`src/sens_pkg.sv`:
```
// --------------------------------------------------------------------------
// shared widths, register map, command data union, channel write/status types
// --------------------------------------------------------------------------
`default_nettype none

package sens_pkg;

    localparam int frame_cnt_w = 16;            // frame counter width
    localparam int line_cnt_w  = 16;            // late-sof line counter width
    localparam int late_dflt   = 15;            // late sof line count out of reset

    // register numbers inside one channel address block
    localparam int reg_mode    = 0;             // mode word, chn_en in bit 0
    localparam int reg_mult    = 1;             // decimation, frames to combine minus 1
    localparam int reg_late    = 2;             // lines from sof to late sof
    localparam int reg_status  = 3;             // any write requests a status packet

    // mode register layout
    typedef struct packed {
        logic [30:0] rsvd;                      // not used yet
        logic        chn_en;                    // channel enable
    } sens_mode_t;

    // command data word, seen as a mode word or a plain count
    typedef union packed {
        sens_mode_t  mode;                      // reg_mode writes
        logic [31:0] count;                     // reg_mult / reg_late writes
    } cmd_data_u;

    // decoded writes for one channel
    typedef struct packed {
        logic      we_mode;                     // single-cycle strobes
        logic      we_mult;
        logic      we_late;
        logic      we_status;
        cmd_data_u data;                        // valid with any strobe
    } chn_wr_t;

    // per-channel status, 3 bytes of the status packet
    typedef struct packed {
        logic [15:0] frame_cnt;                 // bytes 1, 2
        logic        chn_en;                    // byte 3 bit 0
        logic        late_wait;                 // byte 3 bit 1
        logic [5:0]  rsvd;
    } chn_status_t;

endpackage

`default_nettype wire

```
`src/sens_cmd_decoder.sv`:
```
// --------------------------------------------------------------------------
// byte-serial command deserializer and per-channel register write decoder
// --------------------------------------------------------------------------
`timescale 1ns/1ns
`default_nettype none

module sens_cmd_decoder #(
    parameter int          num_chn      = 4,     // 1..4
    parameter int unsigned group_addr   = 'h400, // channel 0 block
    parameter int unsigned chn_addr_inc = 'h40   // block stride
) (
    input  logic              mclk,
    input  logic              rst,
    input  logic [7:0]        cmd_ad,            // AL, AH, D0..D3
    input  logic              cmd_stb,           // with AL
    output sens_pkg::chn_wr_t chn_wr [num_chn]
);
    import sens_pkg::*;

    logic [2:0]         byte_cnt;                // next byte number, 0 = idle
    logic [39:0]        sr;                      // AL, AH, D0..D2 once full
    logic               cmd_done;                // D3 on the bus now
    logic [15:0]        cmd_addr;
    cmd_data_u          cmd_data;
    logic [15:0]        blk_off [num_chn];       // address minus block base
    logic [num_chn-1:0] hit;
    logic [3:0]         we_r [num_chn];          // {status, late, mult, mode}
    logic [num_chn-1:0] wr_any;
    cmd_data_u          data_r;

    // byte counter, cmd_stb always restarts
    always_ff @(posedge mclk) begin
        if (rst) begin
            byte_cnt <= '0;
        end else if (cmd_stb) begin
            byte_cnt <= 3'd1;                    // AL taken now
        end else if (byte_cnt == 3'd5) begin
            byte_cnt <= '0;                      // D3 taken, done
        end else if (byte_cnt != '0) begin
            byte_cnt <= byte_cnt + 3'd1;
        end
    end

    // shift in at the top, AL ends up in the low byte
    always_ff @(posedge mclk) begin
        if (cmd_stb || byte_cnt != '0) begin
            sr <= {cmd_ad, sr[39:8]};
        end
    end

    assign cmd_done       = (byte_cnt == 3'd5) && !cmd_stb;
    assign cmd_addr       = sr[15:0];            // {AH, AL}
    assign cmd_data.count = {cmd_ad, sr[39:16]}; // D3 straight from the bus

    always_comb begin
        for (int c = 0; c < num_chn; c++) begin
            blk_off[c] = cmd_addr - 16'(group_addr + c * chn_addr_inc);
            hit[c]     = (blk_off[c] < 16'd4);   // 4 registers per block
        end
    end

    // strobes one cycle after D3
    always_ff @(posedge mclk) begin
        if (rst) begin
            for (int c = 0; c < num_chn; c++) begin
                we_r[c] <= '0;
            end
        end else begin
            for (int c = 0; c < num_chn; c++) begin
                we_r[c] <= '0;
                if (cmd_done && hit[c]) begin
                    we_r[c][blk_off[c][1:0]] <= 1'b1; // one-hot by register number
                end
            end
        end
    end

    always_ff @(posedge mclk) begin
        if (cmd_done) begin
            data_r <= cmd_data;                  // shared by all channels
        end
    end

    always_comb begin
        for (int c = 0; c < num_chn; c++) begin
            chn_wr[c].we_mode   = we_r[c][reg_mode];
            chn_wr[c].we_mult   = we_r[c][reg_mult];
            chn_wr[c].we_late   = we_r[c][reg_late];
            chn_wr[c].we_status = we_r[c][reg_status];
            chn_wr[c].data      = data_r;
            wr_any[c]           = |we_r[c];
        end
    end

    // channel blocks must not overlap
    a_one_chn: assert property (@(posedge mclk) disable iff (rst) $onehot0(wr_any))
        else $error("write strobes to more than one channel");

endmodule

`default_nettype wire

```
`src/frame_sync.sv`:
```
// --------------------------------------------------------------------------
// per-channel frame sync with decimation, late sof, frame count, status flag
// --------------------------------------------------------------------------
`timescale 1ns/1ns
`default_nettype none

module frame_sync (
    input  logic                  mclk,
    input  logic                  rst,
    input  sens_pkg::chn_wr_t     chn_wr,        // decoded register writes
    input  logic                  sof_in,        // sensor events, already on mclk
    input  logic                  line_in,
    input  logic                  eof_in,
    input  logic                  status_grant,  // packet taken by the router
    output logic                  sof_out,
    output logic                  sof_late,
    output sens_pkg::chn_status_t status,
    output logic                  status_rq
);
    import sens_pkg::*;

    logic                   chn_en;
    logic [frame_cnt_w-1:0] mult_r;              // frames to combine minus 1
    logic [frame_cnt_w-1:0] dec_cnt;
    logic [frame_cnt_w-1:0] frame_cnt;
    logic [line_cnt_w-1:0]  late_r;
    logic [line_cnt_w-1:0]  line_cnt;
    logic [line_cnt_w-1:0]  line_nxt;
    logic                   late_wait;           // between sof and late sof
    logic                   accept;
    logic                   out_seen;            // sof_out not yet followed by sof_late

    // control registers
    always_ff @(posedge mclk) begin
        if (rst) begin
            chn_en    <= 1'b0;
            mult_r    <= '0;
            late_r    <= line_cnt_w'(late_dflt);
            status_rq <= 1'b0;
        end else begin
            if (chn_wr.we_mode) chn_en <= chn_wr.data.mode.chn_en;
            if (chn_wr.we_mult) mult_r <= chn_wr.data.count[frame_cnt_w-1:0];
            if (chn_wr.we_late) late_r <= chn_wr.data.count[line_cnt_w-1:0];
            if (chn_wr.we_status) begin
                status_rq <= 1'b1;               // new request beats the grant
            end else if (status_grant) begin
                status_rq <= 1'b0;
            end
        end
    end

    // decimation, counts all sof_in while enabled
    always_ff @(posedge mclk) begin
        if (rst || !chn_en) begin
            dec_cnt <= '0;
        end else if (sof_in) begin
            dec_cnt <= (dec_cnt >= mult_r) ? '0 : dec_cnt + 1'b1; // >= covers a smaller new mult
        end
    end

    assign accept   = chn_en && sof_in && (dec_cnt == '0);
    assign line_nxt = line_cnt + 1'b1;

    // sof outputs, frame counter, late line wait
    always_ff @(posedge mclk) begin
        if (rst) begin
            sof_out   <= 1'b0;
            sof_late  <= 1'b0;
            late_wait <= 1'b0;
            line_cnt  <= '0;
            frame_cnt <= '0;
        end else begin
            sof_out  <= accept;
            sof_late <= 1'b0;
            if (accept) begin
                frame_cnt <= frame_cnt + 1'b1;
                line_cnt  <= '0;
                if (late_r == '0) begin
                    sof_late  <= 1'b1;           // same cycle as sof_out
                    late_wait <= 1'b0;
                end else begin
                    late_wait <= 1'b1;
                end
            end else if (late_wait) begin
                if (eof_in || (line_in && line_nxt == late_r)) begin
                    sof_late  <= 1'b1;           // eof cuts the wait short
                    late_wait <= 1'b0;
                end else if (line_in) begin
                    line_cnt <= line_nxt;
                end
            end
        end
    end

    assign status = '{frame_cnt: frame_cnt, chn_en: chn_en, late_wait: late_wait, rsvd: '0};

    always_ff @(posedge mclk) begin
        if (rst) begin
            out_seen <= 1'b0;
        end else begin
            out_seen <= (sof_out || out_seen) && !sof_late;
        end
    end

    // every late sof belongs to an earlier or simultaneous sof_out
    a_late_after_sof: assert property (@(posedge mclk) disable iff (rst)
        sof_late |-> (sof_out || out_seen))
        else $error("sof_late without a preceding sof_out");

endmodule

`default_nettype wire

```
`src/status_router.sv`:
```
// --------------------------------------------------------------------------
// round-robin status arbiter, 4-byte packet serializer
// --------------------------------------------------------------------------
`timescale 1ns/1ns
`default_nettype none

module status_router #(
    parameter int          num_chn          = 4,
    parameter int unsigned status_addr_base = 'h20  // channel c at base + 2c
) (
    input  logic                  mclk,
    input  logic                  rst,
    input  logic [num_chn-1:0]    chn_rq,           // per-channel request levels
    input  sens_pkg::chn_status_t chn_status [num_chn],
    input  logic                  status_start,     // host takes the address byte
    output logic [num_chn-1:0]    status_grant,     // one-hot pulse
    output logic [7:0]            status_ad,
    output logic                  status_rq
);
    import sens_pkg::*;

    localparam int idx_w = (num_chn > 1) ? $clog2(num_chn) : 1;

    localparam logic [2:0] st_idle  = 3'd0;
    localparam logic [2:0] st_offer = 3'd1;         // address byte out, rq high
    localparam logic [2:0] st_b1    = 3'd2;         // frame_cnt low out
    localparam logic [2:0] st_b2    = 3'd3;         // frame_cnt high out
    localparam logic [2:0] st_b3    = 3'd4;         // flags out

    logic [2:0]       state;
    logic [idx_w-1:0] last_r;                       // channel served last
    logic [idx_w-1:0] sel_r;                        // channel offered now
    logic [idx_w-1:0] nxt;
    chn_status_t      word_r;                       // snapshot at status_start

    // first requester after last_r with wrap-around
    always_comb begin
        nxt = last_r;
        for (int k = num_chn; k >= 1; k--) begin
            if (chn_rq[(int'(last_r) + k) % num_chn]) begin
                nxt = idx_w'((int'(last_r) + k) % num_chn);
            end
        end
    end

    always_ff @(posedge mclk) begin
        if (rst) begin
            state        <= st_idle;
            last_r       <= idx_w'(num_chn - 1);    // channel 0 wins first
            sel_r        <= '0;
            status_rq    <= 1'b0;
            status_grant <= '0;
            status_ad    <= '0;
        end else begin
            status_grant <= '0;
            case (state)
                st_idle, st_b3: begin               // next offer right after byte 3
                    if (|chn_rq) begin
                        state     <= st_offer;
                        sel_r     <= nxt;
                        status_rq <= 1'b1;
                        status_ad <= 8'(status_addr_base + 2 * int'(nxt));
                    end else begin
                        state     <= st_idle;
                        status_ad <= '0;
                    end
                end
                st_offer: begin
                    if (status_start) begin
                        state               <= st_b1;
                        status_rq           <= 1'b0;
                        status_grant[sel_r] <= 1'b1;
                        last_r              <= sel_r;
                        status_ad           <= chn_status[sel_r].frame_cnt[7:0];
                    end
                end
                st_b1: begin
                    state     <= st_b2;
                    status_ad <= word_r.frame_cnt[15:8];
                end
                st_b2: begin
                    state     <= st_b3;
                    status_ad <= {6'b0, word_r.late_wait, word_r.chn_en};
                end
                default: state <= st_idle;
            endcase
        end
    end

    always_ff @(posedge mclk) begin
        if (state == st_offer && status_start) begin
            word_r <= chn_status[sel_r];
        end
    end

    // host may only acknowledge a pending offer
    a_start_rq: assert property (@(posedge mclk) disable iff (rst)
        status_start |-> status_rq)
        else $error("status_start without status_rq");

    // grant goes to one channel only and that channel is still requesting
    a_grant_1hot: assert property (@(posedge mclk) disable iff (rst)
        $onehot0(status_grant) && ((status_grant & ~chn_rq) == '0))
        else $error("status_grant not one-hot or given to an idle channel");

endmodule

`default_nettype wire

```
`src/sensors_top.sv`:
```
// --------------------------------------------------------------------------
// sensor frame-sync subsystem top, command decoder, channels, status router
// --------------------------------------------------------------------------
`timescale 1ns/1ns
`default_nettype none

module sensors_top #(
    parameter int          num_chn          = 4,
    parameter int unsigned group_addr       = 'h400,
    parameter int unsigned chn_addr_inc     = 'h40,
    parameter int unsigned status_addr_base = 'h20
) (
    input  logic               mclk,
    input  logic               rst,
    input  logic [7:0]         cmd_ad,           // byte-serial command port
    input  logic               cmd_stb,
    input  logic [num_chn-1:0] sof_in,           // sensor events
    input  logic [num_chn-1:0] line_in,
    input  logic [num_chn-1:0] eof_in,
    output logic [num_chn-1:0] sof_out,
    output logic [num_chn-1:0] sof_late,
    output logic [7:0]         status_ad,        // status port
    output logic               status_rq,
    input  logic               status_start
);
    import sens_pkg::*;

    chn_wr_t            chn_wr     [num_chn];
    chn_status_t        chn_status [num_chn];
    logic [num_chn-1:0] chn_rq;
    logic [num_chn-1:0] chn_grant;

    sens_cmd_decoder #(
        .num_chn      (num_chn),
        .group_addr   (group_addr),
        .chn_addr_inc (chn_addr_inc)
    ) u_cmd_dec (
        .mclk    (mclk),
        .rst     (rst),
        .cmd_ad  (cmd_ad),
        .cmd_stb (cmd_stb),
        .chn_wr  (chn_wr)
    );

    for (genvar i = 0; i < num_chn; i++) begin : g_chn
        frame_sync u_fsync (
            .mclk         (mclk),
            .rst          (rst),
            .chn_wr       (chn_wr[i]),
            .sof_in       (sof_in[i]),
            .line_in      (line_in[i]),
            .eof_in       (eof_in[i]),
            .status_grant (chn_grant[i]),
            .sof_out      (sof_out[i]),
            .sof_late     (sof_late[i]),
            .status       (chn_status[i]),
            .status_rq    (chn_rq[i])
        );
    end

    status_router #(
        .num_chn          (num_chn),
        .status_addr_base (status_addr_base)
    ) u_router (
        .mclk         (mclk),
        .rst          (rst),
        .chn_rq       (chn_rq),
        .chn_status   (chn_status),
        .status_start (status_start),
        .status_grant (chn_grant),
        .status_ad    (status_ad),
        .status_rq    (status_rq)
    );

endmodule

`default_nettype wire

```
`config.mk`:
```
export PLATFORM = sky130hd
export DESIGN_NAME = sensors_top
export DESIGN_NICKNAME = d
export VERILOG_FILES = /design/src/sens_pkg.sv /design/src/sens_cmd_decoder.sv /design/src/frame_sync.sv /design/src/status_router.sv /design/src/sensors_top.sv
export SDC_FILE = /design/constraint.sdc
export NUM_CORES = 1
export LEC_CHECK = 0
export ABC_AREA = 1
export BUFFER_PORTS_ARGS = -buffer_cell sky130_fd_sc_hd__buf_2
export CORE_AREA = 5 5 195 197
export DETAILED_ROUTE_END_ITERATION = 12
export DIE_AREA = 0 0 200 202
export PLACE_DENSITY = 0.79
export SETUP_SLACK_MARGIN = 0.2
export SYNTH_ARGS = -nofsm -noshare
export SYNTH_HDL_FRONTEND = slang
export SYNTH_SLANG_ARGS = --single-unit
```
`constraint.sdc`:
```
create_clock -name mclk -period 2.3 [get_ports mclk]
set_input_delay 0.115 -clock mclk [delete_from_list [all_inputs] [get_ports mclk]]
set_output_delay 0.115 -clock mclk [all_outputs]
set_load 0.01 [all_outputs]
```
==> results.md, run 1 <==
- Outcome: complete, but fails checks
- Failing checks: hold timing
- Post-synth top flop: dfxtp_1
- Most frequent cells in the layout: 535 x nand2_1, 404 x inv_1, 322 x dfxtp_1
- H-tree levels: 2
- Aggregate global-route resource usage: roughly 29%
- Wire per inst: 17.5 um
- First-pass detailed-route iteration total: 6
- WHS: -0.0000350 ns
- Type of the worst min-delay path: input pin to flop
- Async SR Flop Fraction: 0%
- FP Rows: 70
- Syn Inst Count: slightly above 3000
- Cell mode on critical path: nand2_1
- Final setup violation count: 0
- CP Capture Type: flop
- Met1 usage: around 37%
- Antenna Cells: 0
- CP Max Fanout: 6
- Sequential area share after synthesis: 43.2%
- Fin nets: roughly 3300
- Non-Filler Instances: 3694
- VDD IR max: 0.000714 V
- Clock Path Buffers: 3
- Register area: 9780 um^2
- Antenna viol nets, final: 0
- Met2 Use GR: about half
- DIE AREA: ~40000 um^2
- Largest stage delay on the critical path: around 0.4 ns
- Slew at the pin closest to its max-slew limit: between 0.8 and 0.9 ns
- Final hold vios: 1
- Antenna violations before repair: 2
- Filler cells: between 2000 and 3000
- Clock transition at path regs: approximately 0.060 ns
- Worst setup SP type: flop
- Cell Pwr Density: around 630 nW/um^2
- GR Overflow Total: 0
- Max transition margin: between 40% and 50%
- Die W: about 200 um
- Die H: 202 um
- Clock latency on the worst-skew pair: around 0.60 ns
- Routed WL: 64.6 mm
- Layout cells sized above 1: between 15 and 20%
- Dpl hpwl: about 41 mm
- Core Box Area: between 30000 and 40000 um^2
- Synthesized area per cell: 7.39 um^2
- Most common cell after layout, fill and taps aside: nand2_1
- Largest net degree at the start of global routing: approximately 170
- YS warnings: 0
- CP Data Required Time: between 2 and 3 ns
- Area delta synth->final: 20.7%
- Global-route wire length before repair: a little under 100 mm
- Min Tclk post-route: about 2.3 ns
- Drc violations: 0
- Worst reg2reg setup slack: 0.05 ns
- CP Cell Sequence: nand2_1, nor2_2, nand2_1, nor2_1, nand2_1, nand2_1, nand2_1, nand3_1, nor2_1, nand3_4, nand3_4, nor2_4, clkbuf_16, nand2_1, a21oi_2
- Slowest CP cell: dfxtp_2
- Gpl congestion: between 0.9 and 1
- Pleak: around 0.011 uW
- Slew Viols, Final: 0
- Final period util: just under 100%
- Maxcap violations: 0
- Family with the most delay on the worst path: simple AND/OR/NAND/NOR gates
- Post-Place Cells: 3526
- Vias in the first global route: 19847
- Worst endpoint data arrival time: 2.77 ns
- Vias per cell: 5.87
- CTS tree: yes
- Fmax: around 440 MHz
- Buf/Inv on CP: 1
- FF+latch count, synth: 445
- Top Ports: between 40 and 50
- Root Buffer: clkbuf_16
- Final Util: 75.1%
- Total Power: between 15000 and 20000 uW
- Post-synth cell types: 56
- CTS Buf Count: 48
- EDFF count, synth: between 70 and 80
- Post-Syn Area: ~22000 um^2
- Clock Skew: between 0.02 and 0.025 ns
- GRT busiest layer: met2
- Vias: between 20000 and 25000
- Crit Path Class: flop to flop
- Initial cell density of the core: between 60 and 70%
- Unrepaired setup endpoints after global routing: yes
- CTS sink cnt: approximately 450
- I/O Buffers: 40
- Met3 GRT Util: ~4.2%
- 1st-iter DRT viols: 1851
- Area occupied by multi-input gates: ~12000 um^2
## repair_timing
item | CTS | global route
setup endpoints to repair | 86 | 164
hold buffers | 19 | 0
gates resized for setup | 90 | 334
setup buffers | 12 | 36
hold endpoints to repair | 38 | 0
pin swaps | 18 | 121
cloned | 3 | 10
## worst min-delay path, stage by stage
cell     delay, ns
buf_2         0.16
nand4_4       0.16
a21oi_2       0.04
nor2_1        0.07
## worst paths after layout
path / startpoint / end / depth (start not counted)
worst max-delay path: g_chn[3].u_fsync.line_cnt[7]$_SDFFE_PP0P_ / g_chn[3].u_fsync.line_cnt[9]$_SDFFE_PP0P_ / 15
worst min-delay path: line_in[3] / g_chn[3].u_fsync.line_cnt[15]$_SDFFE_PP0P_ / 4
worst max register to register: g_chn[3].u_fsync.line_cnt[7]$_SDFFE_PP0P_ / g_chn[3].u_fsync.line_cnt[9]$_SDFFE_PP0P_ / 15
worst min register to register: u_cmd_dec.sr[32]$_DFFE_PP_ / u_cmd_dec.sr[24]$_DFFE_PP_ / 0
## per-layer routing
metal  wire [um]  part of all wire (%)
met1       25300                    39
met2       31300                    48
met3        4790                   7.4
met4        3230                   5.0
met5           0                     0
## through the flow
step	worst slack [ns]	instance area [um^2]	TNS [ns]
2_1_floorplan	0.288	22500	0
3_3_place_gp	-0.133	23300	-1.37
3_5_place_dp	-0.253	23300	-2.60
4_1_cts	0.195	25500	0
5_1_grt	-0.0963	27100	-1.17
6_report	0.0499	27100	0
## synth_stat cells (13+ instances only)
cell type / n / area (um^2)
a21oi_1: 301 / 1510
ha_1: 85 / 1060
inv_1: 417 / 1570
clkbuf_1: 59 / 221
nor4_1: 26 / 163
o21ai_0: 205 / 1030
edfxtp_1: 78 / 2340
dfxtp_1: 367 / 7350
nor2_2: 19 / 119
nand3_1: 187 / 936
a22oi_1: 20 / 150
xnor2_1: 13 / 114
nand4_1: 86 / 538
xor2_1: 37 / 324
nor3_1: 72 / 360
nor2_1: 278 / 1040
nand2_1: 631 / 2370
## flip-flops by register name (all words and copies together), names as in the netlist, 8 cells and up
| register | flops |
|---|---|
| g_chn.u_fsync.dec_cnt | 64 |
| g_chn.u_fsync.frame_cnt | 64 |
| g_chn.u_fsync.late_r | 64 |
| g_chn.u_fsync.line_cnt | 64 |
| g_chn.u_fsync.mult_r | 64 |
| u_cmd_dec.sr | 40 |
| u_cmd_dec.data_r | 16 |
| u_cmd_dec.we_r | 16 |
| u_router.word_r | 10 |
| u_router.status_ad | 8 |
## where the power goes
part	switching (uW)	leakage [uW]	total, uW	internal [uW]
Clock	3240	0.000749	7570	4330
Sequential	172	0.00378	8360	8180
Combinational	818	0.00633	1210	392
Total	4230	0.0109	17100	12900
## kinds of logic (layout without fill, tap and decap cells)
kind of cell               Yosys count  count (layout)  synth area share, %
DFF                                445             445                 43.2
other                                1              12               0.0167
buffers and inverters              503             676                 8.79
AOI/OAI and AO/OA                  605             605                 14.6
adders and majority gates           85              85                 4.74
xor gates and xnor gates            52              52                 2.16
and+or+nand+nor                   1346            1351                 26.5
## final cells by class
type                       instances  share of cell area, %
multi-input combinational       2105                   45.1
sequential                       445                   36.1
inverter                         420                   5.85
timing repair buffer             168                   5.22
clock buffer                      66                   4.83
tap                              468                   2.16
clock inverter                    22                  0.767
No activity file was read; power rests on OpenSTA's default activity.
==> inputs of run 2 (changes only) <==
--- a/config.mk
+++ b/config.mk
@@ -7,10 +7,12 @@
 export LEC_CHECK = 0
 export ABC_AREA = 1
 export BUFFER_PORTS_ARGS = -buffer_cell sky130_fd_sc_hd__buf_2
-export CORE_AREA = 5 5 195 197
+export CELL_PAD_IN_SITES_DETAIL_PLACEMENT = 1
+export CELL_PAD_IN_SITES_GLOBAL_PLACEMENT = 2
+export CORE_AREA = 5 5 253 255
 export DETAILED_ROUTE_END_ITERATION = 12
-export DIE_AREA = 0 0 200 202
-export PLACE_DENSITY = 0.79
+export DIE_AREA = 0 0 258 260
+export PLACE_DENSITY_LB_ADDON = 0.1
 export SETUP_SLACK_MARGIN = 0.2
 export SYNTH_ARGS = -nofsm -noshare
 export SYNTH_HDL_FRONTEND = slang
==> constraint.sdc (replaced) <==
create_clock -name mclk -period 2.4 [get_ports mclk]
set_input_delay 0.12 -clock mclk [delete_from_list [all_inputs] [get_ports mclk]]
set_output_delay 0.12 -clock mclk [all_outputs]
set_load 0.01 [all_outputs]
==> run 2 against run 1 <==
Effect of this change:
- the flow now finishes without violations
- combinational power barely moved
- utilization down 29 points
- sequential cell count stayed put
- worst hold slack improved by 0.076 ns
- global-route usage is 6.6 points lower
- critical path depth is 4 higher
- register-to-register slack got worse by 0.04 ns
- maximum frequency is 5.7% lower
- largest power group is now clock
==> results.md, run 2 (synthesized netlist as in run 1, its figures left out) <==
- Outcome: complete, no violations (was complete, but fails checks)
- FP Rows: 91 (was 70)
- Fin nets: 3363 (was 3297)
- Root Buffer: clkbuf_16 (unchanged)
- Core Box Area: 61400 um^2 (was 36100 um^2)
- Slew at the pin closest to its max-slew limit: 0.971 ns (was 0.824 ns)
- Antenna viol nets, final: 0 (unchanged)
- CTS Buf Count: 54 (was 48)
- Reg2reg end: g_chn[2].u_fsync.line_cnt[11]$_SDFFE_PP0P_ (was g_chn[3].u_fsync.line_cnt[9]$_SDFFE_PP0P_)
- Max transition margin: 35.2% (was 45.1%)
- Dpl hpwl: 55.8 mm (was 41.5 mm)
- Top Ports: 41 (unchanged)
- First-pass detailed-route iteration total: 5 (was 6)
- Cell Pwr Density: 628 nW/um^2 (was 633 nW/um^2)
- Drc violations: 0 (unchanged)
- Cell mode on critical path: nand2_1 (unchanged)
- 1st-iter DRT viols: 1030 (was 1851)
- Pleak: 0.0115 uW (was 0.0109 uW)
- Crit Path Class: flop to flop (unchanged)
- VDD IR max: 0.000557 V (was 0.000714 V)
- Clock transition at path regs: 0.06 ns (about the same)
- Vias in the first global route: 21907 (was 19847)
- Fin area: 28500 um^2 (was 27100 um^2)
- Worst setup SP type: flop (unchanged)
- Largest stage delay on the critical path: 0.36 ns (was 0.40 ns)
- CP Data Required Time: 2.90 ns (was 2.82 ns)
- Maxcap violations: 0 (unchanged)
- Layout cells sized above 1: 21.2% (was 17.9%)
- Antenna violations before repair: 6 (was 2)
- Gpl congestion: 0.869 (was 0.950)
- CTS tree: yes (unchanged)
- Type of the worst min-delay path: input pin to flop (unchanged)
- H-tree levels: 2 (unchanged)
- Most frequent cells in the layout: 509 x nand2_1, 401 x inv_1, 326 x dfxtp_1 (was 535 x nand2_1, 404 x inv_1, 322 x dfxtp_1)
- Vias: 21477 (was 21672)
- Clock latency on the worst-skew pair: 0.60 ns (about the same)
- Initial cell density of the core: 36.6% (was 62.2%)
- Slew Viols, Final: 0 (unchanged)
- Non-Filler Instances: 4090 (was 3694)
- Clock Skew: 0.0204 ns (was 0.0228 ns)
- Die W: 258 um (was 200 um)
- GR Overflow Total: 0 (unchanged)
- CP Max Fanout: 5 (was 6)
- Area delta synth->final: 27.0% (was 20.7%)
- Wire per inst: 19.3 um (was 17.5 um)
- Vias per cell: 5.25 (was 5.87)
- Crit path from: g_chn[2].u_fsync.line_cnt[0]$_SDFFE_PP0P_ (was g_chn[3].u_fsync.line_cnt[7]$_SDFFE_PP0P_)
- Final hold vios: 0 (was 1)
- Min Tclk post-route: 2.39 ns (was 2.25 ns)
- I/O Buffers: 40 (unchanged)
- Fmax: 419 MHz (was 444 MHz)
- Final setup violation count: 0 (unchanged)
- Clock Path Buffers: 3 (unchanged)
- R2R cell count: 19 (was 15)
- Aggregate global-route resource usage: 22.6% (was 29.2%)
- Most common cell after layout, fill and taps aside: nand2_1 (unchanged)
- DIE AREA: 67100 um^2 (was 40400 um^2)
- CP Cell Sequence: buf_4, inv_2, nor2_4, buf_4, nand3_1, nand2_1, buf_4, nand3_1, nand2_1, nand2_1, nor2_2, nand3_2, buf_6, nand4_4, buf_6, buf_16, nand2_1, nand2_1, nor2_1 (was nand2_1, nor2_2, nand2_1, nor2_1, nand2_1, nand2_1, nand2_1, nand3_1, nor2_1, nand3_4, nand3_4, nor2_4, clkbuf_16, nand2_1, a21oi_2)
- CP Capture Type: flop (unchanged)
- Final period util: 99.4% (was 97.8%)
- RR Startpoint: g_chn[2].u_fsync.line_cnt[0]$_SDFFE_PP0P_ (was g_chn[3].u_fsync.line_cnt[7]$_SDFFE_PP0P_)
- Worst reg2reg setup slack: 0.01 ns (was 0.05 ns)
- Die H: 260 um (was 202 um)
- Cell Area, Placed: 24100 um^2 (was 23300 um^2)
- Slowest CP cell: dfxtp_4 (was dfxtp_2)
- Worst endpoint data arrival time: 2.88 ns (was 2.77 ns)
- Unrepaired setup endpoints after global routing: yes (unchanged)
- Filler cells: 7349 (was 2606)
- Post-Place Cells: 3895 (was 3526)
- Largest net degree at the start of global routing: 66 (was 166)
- CTS sink cnt: 445 (unchanged)
- Routed WL: 78.8 mm (was 64.6 mm)
- Crit path capture: g_chn[2].u_fsync.line_cnt[11]$_SDFFE_PP0P_ (was g_chn[3].u_fsync.line_cnt[9]$_SDFFE_PP0P_)
- Global-route wire length before repair: 122 mm (was 97.3 mm)
## run 2: cell types whose count changed in the layout (fill, tap and decap cells not counted), sizes merged, moves of 3 or more
cell,delta
buf,+62
clkbuf,+3
clkinvlp,+5
bufinv,+5
## run 2: what timing repair did
| action | CTS | global route |
|---|---|---|
| cloned | 9 | 3 |
| gates resized for setup | 107 | 364 |
| setup buffers | 27 | 36 |
| hold buffers | 18 | 0 |
| endpoints found under the hold margin | 43 | 0 |
| endpoints found under the setup margin | 82 | 144 |
| pin swaps | 34 | 153 |
## run 2: worst min path at each step
stage / start / endpoint / slack [ns] / depth (start not counted)
6_report: rst / u_cmd_dec.byte_cnt[0]$_SDFFE_PP0P_ / 0.08 / 2
5_1_grt: line_in[1] / g_chn[1].u_fsync.line_cnt[5]$_SDFFE_PP0P_ / 0.08 / 4
4_1_cts: rst / u_cmd_dec.byte_cnt[0]$_SDFFE_PP0P_ / 0.02 / 2
3_5_place_dp: cmd_ad[6] / u_cmd_dec.sr[38]$_DFFE_PP_ / 0.30 / 1
3_3_place_gp: cmd_ad[2] / u_cmd_dec.sr[34]$_DFFE_PP_ / 0.30 / 1
2_1_floorplan: cmd_ad[0] / u_cmd_dec.sr[32]$_DFFE_PP_ / 0.22 / 0
## run 2: area by class of cell
class | instances | area, um^2 | area share (%)
clock inverter | 30 | 372 | 1.30
tap | 790 | 988 | 3.47
timing repair buffer | 227 | 1910 | 6.70
multi-input combinational | 2106 | 12400 | 43.4
clock buffer | 71 | 1520 | 5.32
antenna | 1 | 2.50 | 0.00878
inverter | 420 | 1590 | 5.56
sequential | 445 | 9770 | 34.3
## run 2: critical path: cells and delay by family, from the launching register on
kind	cells	cell delay [ns]
buf+inv	7	0.87
simple gates	12	1.05
flops	1	0.36
## run 2: metrics by stage
step	setup TNS (ns)	worst slack [ns]	hold WS, ns	power [uW]	utilization (%)
floorplan	0	0.388	0.219	8860	-
global placement	-1.04	-0.0673	0.298	9240	39.2
detailed placement	-3.43	-0.246	0.300	9290	39.2
CTS	0	0.0914	0.0184	18100	43.9
global route	-1.27	-0.123	0.0780	18600	46.5
finish	0	0.0140	0.0760	17900	46.5
## run 2: report_power, final
group / total [uW] / switching, uW / internal [uW]
Sequential: 8010 / 167 / 7850
Clock: 8700 / 3390 / 5310
Combinational: 1210 / 823 / 383
Total: 17900 / 4380 / 13500
## run 2: routing by layer
metal	wire length [um]	part of all wire [%]	track usage [%]
met5	0	0	0
met4	2120	2.7	6.38
met3	2510	3.2	2.73
met2	39000	50	40.1
met1	35100	45	29.0
